### src/source/lbm_pkg.sv
package lbm_pkg;

    localparam int DATA_W   = 16;
    localparam int NUM_DIR  = 9;
    localparam int COL_BITS = 3;
    localparam int ROW_BITS = 3;

    typedef logic [DATA_W-1:0] dist_t;
    typedef logic [3:0]        dir_t;

    // one cell address, seen as a flat index or as row over column
    typedef union packed {
        logic [ROW_BITS+COL_BITS-1:0] flat;
        struct packed {
            logic [ROW_BITS-1:0] row;
            logic [COL_BITS-1:0] col;
        } rc;
    } cell_addr_u;

    typedef logic [NUM_DIR-1:0][DATA_W-1:0] dist_vec_t;

    // direction ring: 0 rest, then N NE E SE S SW W NW
    // row 0 is the top, so N moves toward row minus one
    function automatic int dir_dx(dir_t d);
        case (d)
            4'd2, 4'd3, 4'd4: return 1;
            4'd6, 4'd7, 4'd8: return -1;
            default:          return 0;
        endcase
    endfunction

    function automatic int dir_dy(dir_t d);
        case (d)
            4'd1, 4'd2, 4'd8: return -1;
            4'd4, 4'd5, 4'd6: return 1;
            default:          return 0;
        endcase
    endfunction

    // four steps round the ring of eight, rest maps to itself
    function automatic dir_t opp_dir(dir_t d);
        if (d == 4'd0)
            return 4'd0;
        return dir_t'(((d + 4'd3) % 4'd8) + 4'd1);
    endfunction

endpackage

### src/source/stream_writer.sv
`timescale 1ns/100ps

module stream_writer
(
    input  logic                            clk,
    input  logic                            arst_n,
    input  logic                            issue_valid,
    input  lbm_pkg::cell_addr_u             issue_cell,
    input  logic [lbm_pkg::NUM_DIR-1:0]     bounce,
    input  logic                            self_barrier,
    input  logic                            init_pass,
    input  lbm_pkg::dist_vec_t              init_f,
    input  lbm_pkg::dist_vec_t              stream_data,
    input  lbm_pkg::dist_vec_t              own_data,
    output logic                            wr_en,
    output lbm_pkg::cell_addr_u             wr_cell,
    output lbm_pkg::dist_vec_t              wr_data,
    output logic                            done
);
    import lbm_pkg::*;

    logic               valid_q;
    cell_addr_u         cell_q;
    logic [NUM_DIR-1:0] bounce_q;
    logic               barrier_q;
    logic               init_q;
    dist_vec_t          next_data;

    ////////////////////////////////////////////////////////////
    // sideband stage, lines up with the store read latency
    ////////////////////////////////////////////////////////////

    always_ff @(posedge clk or negedge arst_n)
    begin
        if (!arst_n)
            valid_q <= 1'b0;
        else
            valid_q <= issue_valid;
    end

    always_ff @(posedge clk)
    begin
        cell_q    <= issue_cell;
        bounce_q  <= bounce;
        barrier_q <= self_barrier;
        init_q    <= init_pass;
    end

    // value select per direction
    always_comb
    begin
        for (int d = 0; d < NUM_DIR; d++)
        begin
            if (barrier_q)
                next_data[d] = '0;
            else if (init_q)
                next_data[d] = init_f[d];
            else if (d == 0)
                next_data[d] = own_data[0];
            else if (bounce_q[d])
                next_data[d] = own_data[opp_dir(dir_t'(d))];
            else
                next_data[d] = stream_data[d];
        end
    end

    ////////////////////////////////////////////////////////////
    // write stage
    ////////////////////////////////////////////////////////////

    // issue has no gaps, so the stream ends where valid_q drops
    always_ff @(posedge clk or negedge arst_n)
    begin
        if (!arst_n)
        begin
            wr_en <= 1'b0;
            done  <= 1'b0;
        end
        else
        begin
            wr_en <= valid_q;
            done  <= wr_en && !valid_q;
        end
    end

    always_ff @(posedge clk)
    begin
        wr_cell <= cell_q;
        wr_data <= next_data;
    end

endmodule

### config.mk
export PLATFORM = sky130hd
export DESIGN_NAME = stream_writer
export DESIGN_NICKNAME = d
export VERILOG_FILES = /design/src/source/lbm_pkg.sv /design/src/source/stream_writer.sv
export SDC_FILE = /design/constraint.sdc
export NUM_CORES = 1
export LEC_CHECK = 0
export BUFFER_PORTS_ARGS = -buffer_cell sky130_fd_sc_hd__buf_4
export CAP_MARGIN = 20
export CORE_AREA = 2 2 234 236
export DETAILED_ROUTE_END_ITERATION = 16
export DIE_AREA = 0 0 236 238
export GPL_ROUTABILITY_DRIVEN = 1
export HOLD_SLACK_MARGIN = 0.08
export PLACE_DENSITY = 0.42
export SYNTH_ARGS = -nofsm -noshare
export SYNTH_HDL_FRONTEND = slang
export SYNTH_SLANG_ARGS = --single-unit
### constraint.sdc
create_clock -name clk -period 1.15 [get_ports clk]
set_input_delay 0.345 -clock clk [delete_from_list [all_inputs] [get_ports clk]]
set_output_delay 0.345 -clock clk [all_outputs]
set_load 0.005 [all_outputs]
==> metrics.cfg, run 1 <==
[global_routing]
grt_antenna_before_repair=0
grt_pass1_wl_mm=50.95
grt-ovfl-total=0
grt_max_degree=36
grt_pass1_vias=8043
grt_usage_pct=12.27

[critical_path]
r2r_slack_ns=-0.03
cp_cell_sequence=buf_6
cp.required_ns=0.81
cp-end-kind=primary output
crit_end=wr_en
start_kind=flop
cp_slowest_cell=dfrtp_1
path_depth=1
cp_top_family=flip-flops
reg2reg_to=wr_data[15]
crit_arrival_ns=1.01
critPathMaxFanout=2
worstRegToRegCells=5
timing.rr.start=init_q
critPathKind=flop to primary output
worstSetupStartpoint=wr_en
timing.critical_path.buf_inv=1
slowest_delay_ns=0.40

[route]
viasPerCell=3.749
routed_wl_mm=35.91
detail_route.wl_per_cell_um=17.86
ant_nets=0
num_vias=7540
drc=0
first_pass_iters=4
drt_iter0_drc=170

[final_layout]
utilization_pct=28.75
syn2layout_area_growth_pct=106.2
fin_nets=1753
nFillCells=5661
final_cells=2011
fin_area_um2=15380
drive_above_1_share_pct=71.16

[pwr]
power_leakage_nw=6.920
comb_power_share_pct=23.9
p_per_area_nw_per_um2=1111
clock_power_share_pct=37.8
switching_share_pct=26.19
internal_power_mw=12.61
seqPwrFrac_pct=38.3
ir_drop_mv=1.029
p_sw_mw=4.476

[sta]
slew_headroom_pct=79.71
period_share_pct=117.5
setup_viol=163
clock_skew_ns=0.01751
rsz0062_at_grt=true
min_period_ns=1.351
tightest_slew_ns=0.2958
slew_violations=0
fmaxAchievable_ghz=0.7399
hold_violations=0
timing.hold.ws_ns=0.1380
worst_slack_ns=-0.2015

[placement]
io_buffers=586
gp_congestion=0.7975
dp_cells=1913
post-dp-hpwl_mm=26.67
placed_area_um2=12760

[synthesis]
synth_warnings=0
netlist_instances=649
synthTopCellsByArea=dfxtp_1 (45%), mux2i_1 (19%), nor2b_1 (10%)
synth_top_area_share_pct=44.56
syn_area_per_cell_um2=11.49
yosysTopAreaCell=dfxtp_1
synth_seq_cells=169
synth_area_um2=7458
yosysSeqAreaShare_pct=45.56
synth.distinct_cells=13
synth_fp_nets=1101

[floorplan]
num_rows=85
initial_utilization_pct=13.94
dieArea_um2=56170
die_h_um=238
ioPinCount=604
die_w_um=236
coreArea_um2=53500

[hold_path]
hold_depth=3
worstHoldPathType=primary input to flop

[clock_tree]
clk_latency_ns=0.48
cts_buffer_depth=2
cts_sinks=169
numCtsBuffers=17
cts_tree=yes
root_buffer=clkbuf_16
clk_pin_slew_ns=0.07
htreeDepth=4

[run]
maxCapViolCount=0

[status]
violations=setup timing
status=complete, but fails checks

## per-stage QoR
stage               power [mW]  setup WS (ns)   TNS [ns]
finish                   17.09        -0.2015     -15.16
global route             17.90        -0.2578     -23.66
CTS                      17.18        -0.2549     -22.82
detailed placement       9.936       -0.02763   -0.08683
global placement         9.931      -0.003660  -0.003660
floorplan                7.731        0.08952          0
## sequential cells by signal, summed over array words and instances, names as in the netlist
signal and count:
wr_data 144, bounce_q 8, cell_q 6, wr_cell 6, barrier_q 1, done 1, init_q 1, valid_q 1
wr_en 1
## Yosys cell counts
library cell  instances
dfxtp_1             166
mux2i_1             144
nor2b_1             125
a211oi_1             76
a211oi_2             52
buf_6                30
clkbuf_1             17
nor2_1               16
buf_4                 8
buf_2                 7
nor2b_4               4
dfrtp_1               3
inv_2                 1
## final cells by class
cell class / instances / area, µm² / share of cell area, %
tap: 696 / 870.8 / 5.662
clock buffer: 19 / 464.2 / 3.018
antenna: 1 / 2.502 / 0.01627
timing repair buffer: 695 / 6361 / 41.36
multi-input combinational: 417 / 3915 / 25.46
sequential: 169 / 3568 / 23.20
inverter: 1 / 20.02 / 0.1302
clock inverter: 13 / 177.7 / 1.155
## cells by family (layout without fill, tap and decap cells)
kind of cell / after synthesis / count (layout) / share of synthesized area [%]
buf+inv: 63 / 728 / 6.710
compound gates: 128 / 128 / 16.37
mux: 144 / 144 / 19.33
simple gates: 145 / 145 / 12.03
flops: 169 / 169 / 45.56
other cells: 0 / 1 / 0
## how the worst min path moves through the flow
stage	startpoint	end	slack, ns
floorplan	arst_n	done	0.05
detailed placement	arst_n	valid_q	0.14
global route	init_f[15]	wr_data[15]	0.11
finish	init_f[15]	wr_data[15]	0.14
CTS	init_f[15]	wr_data[15]	0.09
global placement	arst_n	valid_q	0.13
## power by group through the flow
| stage | combinational, mW | sequential (mW) | clock, mW |
|---|---|---|---|
| 4_1_cts | 3.91 | 6.51 | 6.76 |
| 3_3_place_gp | 3.38 | 6.55 | 0 |
| 5_1_grt | 4.36 | 6.59 | 6.96 |
| 2_1_floorplan | 1.16 | 6.57 | 0 |
| 6_report | 4.08 | 6.55 | 6.46 |
| 3_5_place_dp | 3.38 | 6.56 | 0 |
## what timing repair did
item	in CTS	in global routing
endpoints found under the setup margin	173	220
buffers inserted	5	1
gates cloned	7	4
resized for setup	225	149
hold buffers	48	0
hold endpoints to repair	35	0
pin swaps	16	30
## per-layer routing
metal  global-route usage (%)  vias up  wire (µm)  share of wire (%)
met5                        0        -          0                  0
met4                    5.076        0        842                2.3
met3                    3.771       42       2273                6.3
met2                    21.67      324      18680                 52
met1                    13.68     3550      14110                 39
li1                         -     3624          -                  -
## placed cells by master, fill, tap and decap left out, types with 11 or more instances in the layout
cell / n
buf_4: 469
clkbuf_16: 21
dfxtp_2: 130
nor2b_1: 114
mux2i_2: 12
dlygate4sd3_1: 48
dfxtp_1: 34
a211oi_1: 33
nor2b_4: 12
buf_16: 11
buf_6: 148
a211oi_2: 93
nor2_1: 16
buf_12: 15
mux2i_1: 131
Note: power is estimated with default switching activity, not from simulation.
==> run 2, diff against run 1 <==
CORE_AREA = 5 5 230 232   (was 2 2 234 236)
DIE_AREA = 0 0 235 237   (was 0 0 236 238)
PLACE_DENSITY = 0.44   (was 0.42)
==> run 2 against run 1 <==
- the flow still finishes with violations (setup timing)
- hold slack better by 0.0095 ns
- critical path depth is the same
- non-clock buffer count up 41
- via count up 1.9%
- clock skew is 0.0082 ns lower
- die area is 0.84% lower
- core utilization is 3.8 points higher
- flip-flop and latch count unchanged
- cell area up 7.3%
- clock power decreased by 2%
- total power up 2.2%
- critical path type unchanged
==> metrics.cfg, run 2 (synthesis results as in run 1) <==
[clock_tree]
cts_tree=yes
numCtsBuffers=17  ; unchanged
clk_latency_ns=0.47  ; about the same
root_buffer=clkbuf_16
htreeDepth=4  ; unchanged
cts_sinks=169  ; unchanged
cts_buffer_depth=2  ; unchanged
clk_pin_slew_ns=0.07  ; about the same

[global_routing]
grt_usage_pct=12.97  ; +0.70 points
grt_pass1_vias=8394  ; +4.4%
grt_max_degree=28  ; -22%
grt_pass1_wl_mm=54.21  ; +6.4%
grt_antenna_before_repair=1  ; +1
grt-ovfl-total=0  ; unchanged

[critical_path]
cp_cell_sequence=buf_6
slowest_delay_ns=0.39  ; about the same
start_kind=flop
cp_slowest_cell=dfrtp_1
cp.required_ns=0.81  ; about the same
timing.critical_path.buf_inv=1  ; unchanged
critPathKind=flop to primary output
crit_arrival_ns=0.99  ; -0.02 ns
cp-end-kind=primary output
cp_top_family=flip-flops
critPathMaxFanout=2  ; unchanged

[final_layout]
seq_area_um2=3568  ; unchanged
layout_common_cells=buf_4 (463), buf_6 (159), mux2i_1 (140), dfxtp_2 (127), a211oi_2 (114)
fin_nets=1794  ; +2.3%
drive_above_1_share_pct=75.65  ; +4.5 points
largestRegisters=wr_data: 144 flops, bounce_q: 8 flops
nFillCells=5147  ; -9.1%
largest_reg_flops=144  ; unchanged
largest-register=wr_data
fin_area_um2=16500  ; +7.3%
diodes=0  ; -1
final_common_cell=buf_4
syn2layout_area_growth_pct=121.3
multi_input_area_um2=4302  ; +9.9%

[sta]
slew_headroom_pct=74.65  ; -5.1 points
fmaxAchievable_ghz=0.7504  ; +1.4%
clock_skew_ns=0.009341  ; -0.008167 ns
min_period_ns=1.333  ; -0.01882 ns
slew_violations=0  ; unchanged
rsz0062_at_grt=true
timing.hold.ws_ns=0.1476  ; +0.009513 ns
setup_viol=263  ; +61%
hold_violations=0  ; unchanged
worst_slack_ns=-0.1826  ; +0.01882 ns
period_share_pct=115.9  ; -1.6 points
tightest_slew_ns=0.3696  ; +0.07379 ns

[floorplan]
die_h_um=237  ; -0.42%
ioPinCount=604  ; unchanged
die_w_um=235  ; -0.42%
num_rows=83  ; -2.4%
coreArea_um2=50780  ; -5.1%
dieArea_um2=55700  ; -0.84%
initial_utilization_pct=14.69  ; +0.74 points

[pwr]
ir_drop_mv=0.8911  ; -13%
power_leakage_nw=7.525  ; +8.7%
p_total_mw=17.46  ; +2.2%
p_per_area_nw_per_um2=1058  ; -4.8%

[placement]
placed_area_um2=13040  ; +2.2%
io_buffers=586  ; unchanged
post-dp-hpwl_mm=28.93  ; +8.5%
gp_congestion=0.8240  ; +3.3%

[hold_path]
worstHoldPathType=primary input to flop

[route]
dr_wl_met3_mm=2.340  ; +2.9%
wl_met1_mm=15.29  ; +8.4%
wl_met2_mm=19.68  ; +5.3%
routed_wl_mm=38.12  ; +6.2%
viasPerCell=3.776  ; +0.72%
num_vias=7685  ; +1.9%
highest_layer=met4
drt_iter0_drc=153  ; -10%
detail_route.wl_per_cell_um=18.73  ; +4.9%
ant_nets=0  ; unchanged
drc=0  ; unchanged
first_pass_iters=4  ; unchanged

[run]
maxCapViolCount=0  ; unchanged

[status]
violations=setup timing
status=complete, but fails checks

## run 2: timing repair
action                                  in CTS  in global routing
resized for setup                          301                190
hold endpoints to repair                    36                  0
pin swaps                                   78                 51
hold buffers                                49                  0
endpoints found under the setup margin     204                287
buffers inserted                            18                 14
gates cloned                                11                  3
## run 2: worst paths after layout
kind	startpoint	to	slack, ns	cells after the start
setup / recovery	wr_en	wr_en	-0.18	1
hold / removal	init_f[117]	wr_data[117]	0.15	3
min in group asynchronous	arst_n	valid_q	0.19	2
hold reg to reg	cell_q[2]	wr_cell[2]	0.33	0
setup reg to reg	init_q	wr_data[46]	-0.16	6
max in group asynchronous	arst_n	wr_en	0.87	2
## run 2: where the power goes
| part | internal (mW) | switching [mW] |
|---|---|---|
| combinational | 2.95 | 1.62 |
| clock | 3.60 | 2.75 |
| sequential | 6.34 | 0.207 |
| total | 12.9 | 4.57 |
## run 2: final cells by class
| class | count | share of cell area [%] |
|---|---|---|
| clock buffers | 19 | 2.744 |
| clock inverters | 13 | 1.099 |
| inverters | 1 | 0.09855 |
| multi-input cells | 417 | 26.06 |
| flip-flops and latches | 169 | 21.62 |
| well taps | 680 | 5.155 |
| repair buffers | 736 | 43.22 |
## run 2: stage by stage
stage          setup TNS [ns]  worst slack [ns]  std cells  utilization [%]
6_report               -24.61           -0.1826       2035            32.50
5_1_grt                -39.33           -0.2391       2035            32.50
4_1_cts                -35.03           -0.2537       2022            30.84
3_5_place_dp          -0.5431          -0.04005       1912            25.69
3_3_place_gp          -0.3869          -0.04543       1912            25.69
2_1_floorplan               0           0.08952        649                -
## run 2: metal layers
| layer | vias up | global-route usage, % |
|---|---|---|
| met5 | - | 0 |
| met4 | 0 | 4.937 |
| met3 | 42 | 4.274 |
| met2 | 304 | 22.38 |
| met1 | 3622 | 14.96 |
| li1 | 3717 | - |
==> run 3, diff against run 2 <==
clock period = 1.4 ns   (was 1.15 ns; I/O delays follow)
==> run 3 against run 2 <==
- the flow still finishes with violations (setup timing)
- total power down 25%
- final cell count down 4.7%
- count of clock-buffer cells in the layout up 1
- combinational power down 39%
- global-route usage down 1.2 points
- first-iteration DRC count up 12%
- clock skew up 0.013 ns
- cell area down 18%
- clock power down 20%
- critical path type unchanged
==> metrics.cfg, run 3 (synthesis results as in run 1) <==
[status]
status=complete, but fails checks
violations=setup timing

[critical_path]
r2r_slack_ns=0.14  ; +0.30 ns
cp_cell_sequence=buf_6
start_kind=flop
crit_arrival_ns=0.98  ; about the same
cp_slowest_cell=dfrtp_1
cp_top_family=flip-flops
slowest_delay_ns=0.39  ; about the same
cp.required_ns=0.98  ; +0.17 ns
cp-end-kind=primary output
critPathKind=flop to primary output
timing.rr.start=bounce_q[8]
timing.critical_path.buf_inv=1  ; unchanged
worstRegToRegCells=3  ; -3
critPathMaxFanout=2  ; unchanged
reg2reg_to=wr_data[140]

[sta]
rsz0062_at_grt=true
fmaxAchievable_ghz=0.7141
clock_skew_ns=0.02245  ; +0.01311 ns
timing.hold.ws_ns=0.1793  ; +0.03171 ns
min_period_ns=1.400
tightest_slew_ns=0.3635  ; -0.006105 ns
setup_viol=1  ; -99.6%
hold_violations=0  ; unchanged
period_share_pct=100.0
slew_violations=0  ; unchanged
worst_slack_ns=-0.0004291  ; +0.1822 ns
fin_setup_tns_ns=-0.0004291  ; +24.61 ns
slew_headroom_pct=75.07  ; +0.42 points

[hold_path]
worstHoldPathType=primary input to flop
hp-start=own_data[1]
min_to=wr_data[1]
hold_depth=3  ; unchanged

[pwr]
power_leakage_nw=6.339  ; -16%
seqPwrFrac_pct=40.3  ; +2.8 points
comb_power_share_pct=21.2  ; -5.0 points
internal_power_mw=9.701  ; -25%
switching_share_pct=26.04  ; -0.14 points
ir_drop_mv=0.7022  ; -21%
clock_power_share_pct=38.5  ; +2.2 points
p_per_area_nw_per_um2=965.6  ; -8.7%
p_sw_mw=3.416  ; -25%

[route]
first_pass_iters=4  ; unchanged
viasPerCell=3.706  ; -1.9%
drc=0  ; unchanged
drt_iter0_drc=172  ; +12%
num_vias=7190  ; -6.4%
detail_route.wl_per_cell_um=17.61  ; -6.0%
ant_nets=0  ; unchanged
routed_wl_mm=34.16  ; -10%

[clock_tree]
root_buffer=clkbuf_16
postCtsSetupBuffers=0  ; -18
numCtsBuffers=17  ; unchanged
htreeDepth=4  ; unchanged
cts_buffer_depth=2  ; unchanged
clk_latency_ns=0.47  ; about the same
cts_tree=yes
cts_sinks=169  ; unchanged
clk_pin_slew_ns=0.07  ; about the same

[final_layout]
largest-register=wr_data
diodes=0  ; unchanged
fin_nets=1699  ; -5.3%
layout_common_cells=buf_4 (589), dfxtp_1 (150), mux2i_1 (144), nor2b_1 (125), a211oi_1 (76)
syn2layout_area_growth_pct=82.15
largest_reg_flops=144  ; unchanged
drive_above_1_share_pct=57.70  ; -18 points
nFillCells=5431  ; +5.5%
final_common_cell=buf_4
largestRegisters=wr_data: 144 flops, bounce_q: 8 flops

[floorplan]
coreArea_um2=50780  ; unchanged
ioPinCount=604  ; unchanged
die_w_um=235  ; unchanged
die_h_um=237  ; unchanged
dieArea_um2=55700  ; unchanged
num_rows=83  ; unchanged
initial_utilization_pct=14.69  ; unchanged

[placement]
io_buffers=586  ; unchanged
post-dp-hpwl_mm=27.88  ; -3.6%
dp_slack_ns=0.1783  ; +0.2183 ns
gp_congestion=0.8210  ; -0.36%

[global_routing]
grt_pass1_wl_mm=49.41  ; -8.9%
grt-ovfl-total=0  ; unchanged
grt_pass1_vias=7685  ; -8.4%
grt_usage_pct=11.77  ; -1.2 points
grt_antenna_before_repair=0  ; -1
grt_max_degree=59  ; +110%

[run]
maxCapViolCount=0  ; unchanged

-- run 3: cell count changes in the layout (fill, tap and decap cells not counted), sizes merged --
cell         previous run  this run
buf                   683       623
bufinv                  3         2
clkbuf                 22        20
dlygate4sd3            49        18
clkinvlp                0         1
inv                     7         5
clkinv                  4         5
bufbuf                  1         0
-- run 3: area by class of cell --
| type | count | area, µm² | area share [%] |
|---|---|---|---|
| timing repair buffer | 641 | 5134 | 37.79 |
| multi-input combinational | 417 | 3560 | 26.20 |
| sequential | 169 | 3428 | 25.23 |
| tap | 680 | 850.8 | 6.263 |
| clock buffer | 20 | 467.9 | 3.444 |
| clock inverter | 12 | 136.4 | 1.004 |
| inverter | 1 | 8.758 | 0.06447 |
-- run 3: worst max path at each step --
stage              endpoint  cells after the start  slack [ns]         from
2_1_floorplan   wr_data[10]                      5        0.34       init_q
3_3_place_gp   wr_data[140]                      3        0.20  bounce_q[8]
3_5_place_dp   wr_data[107]                      4        0.18       init_q
4_1_cts               wr_en                      1       -0.07        wr_en
5_1_grt                done                      1       -0.06         done
6_report              wr_en                      1     -0.0004        wr_en
-- run 3: metal layers --
metal,share of wire (%),wire (µm),track usage [%]
met1,40,13830,13.87
met2,51,17310,20.08
met3,6.7,2273,3.855
met4,2.2,737,4.247
met5,0,0,0
-- run 3: power by group through the flow --
stage / clock network [mW] / registers, mW / logic (mW)
floorplan: 0 / 5.39 / 0.957
global placement: 0 / 5.39 / 2.77
detailed placement: 0 / 5.39 / 2.77
finish: 5.05 / 5.29 / 2.78
global route: 5.47 / 5.32 / 3.01
CTS: 5.30 / 5.29 / 2.84
-- run 3: stage by stage --
stage                     utilization (%)  total power [mW]  instances  instance area (µm²)
after floorplan                         -             6.351        649                 7458
after global placement              25.04             8.158       1890                12720
after detailed placement            25.04             8.165       1890                12720
after CTS                           26.75             13.44       1940                13580
after global routing                26.75             13.80       1940                13590
final                               26.75             13.12       1940                13590
-- run 3: what timing repair did --
| action | in CTS | in global routing |
|---|---|---|
| setup endpoints to repair | 17 | 6 |
| resized for setup | 30 | 2 |
| hold endpoints to repair | 20 | 0 |
| hold buffers | 18 | 0 |
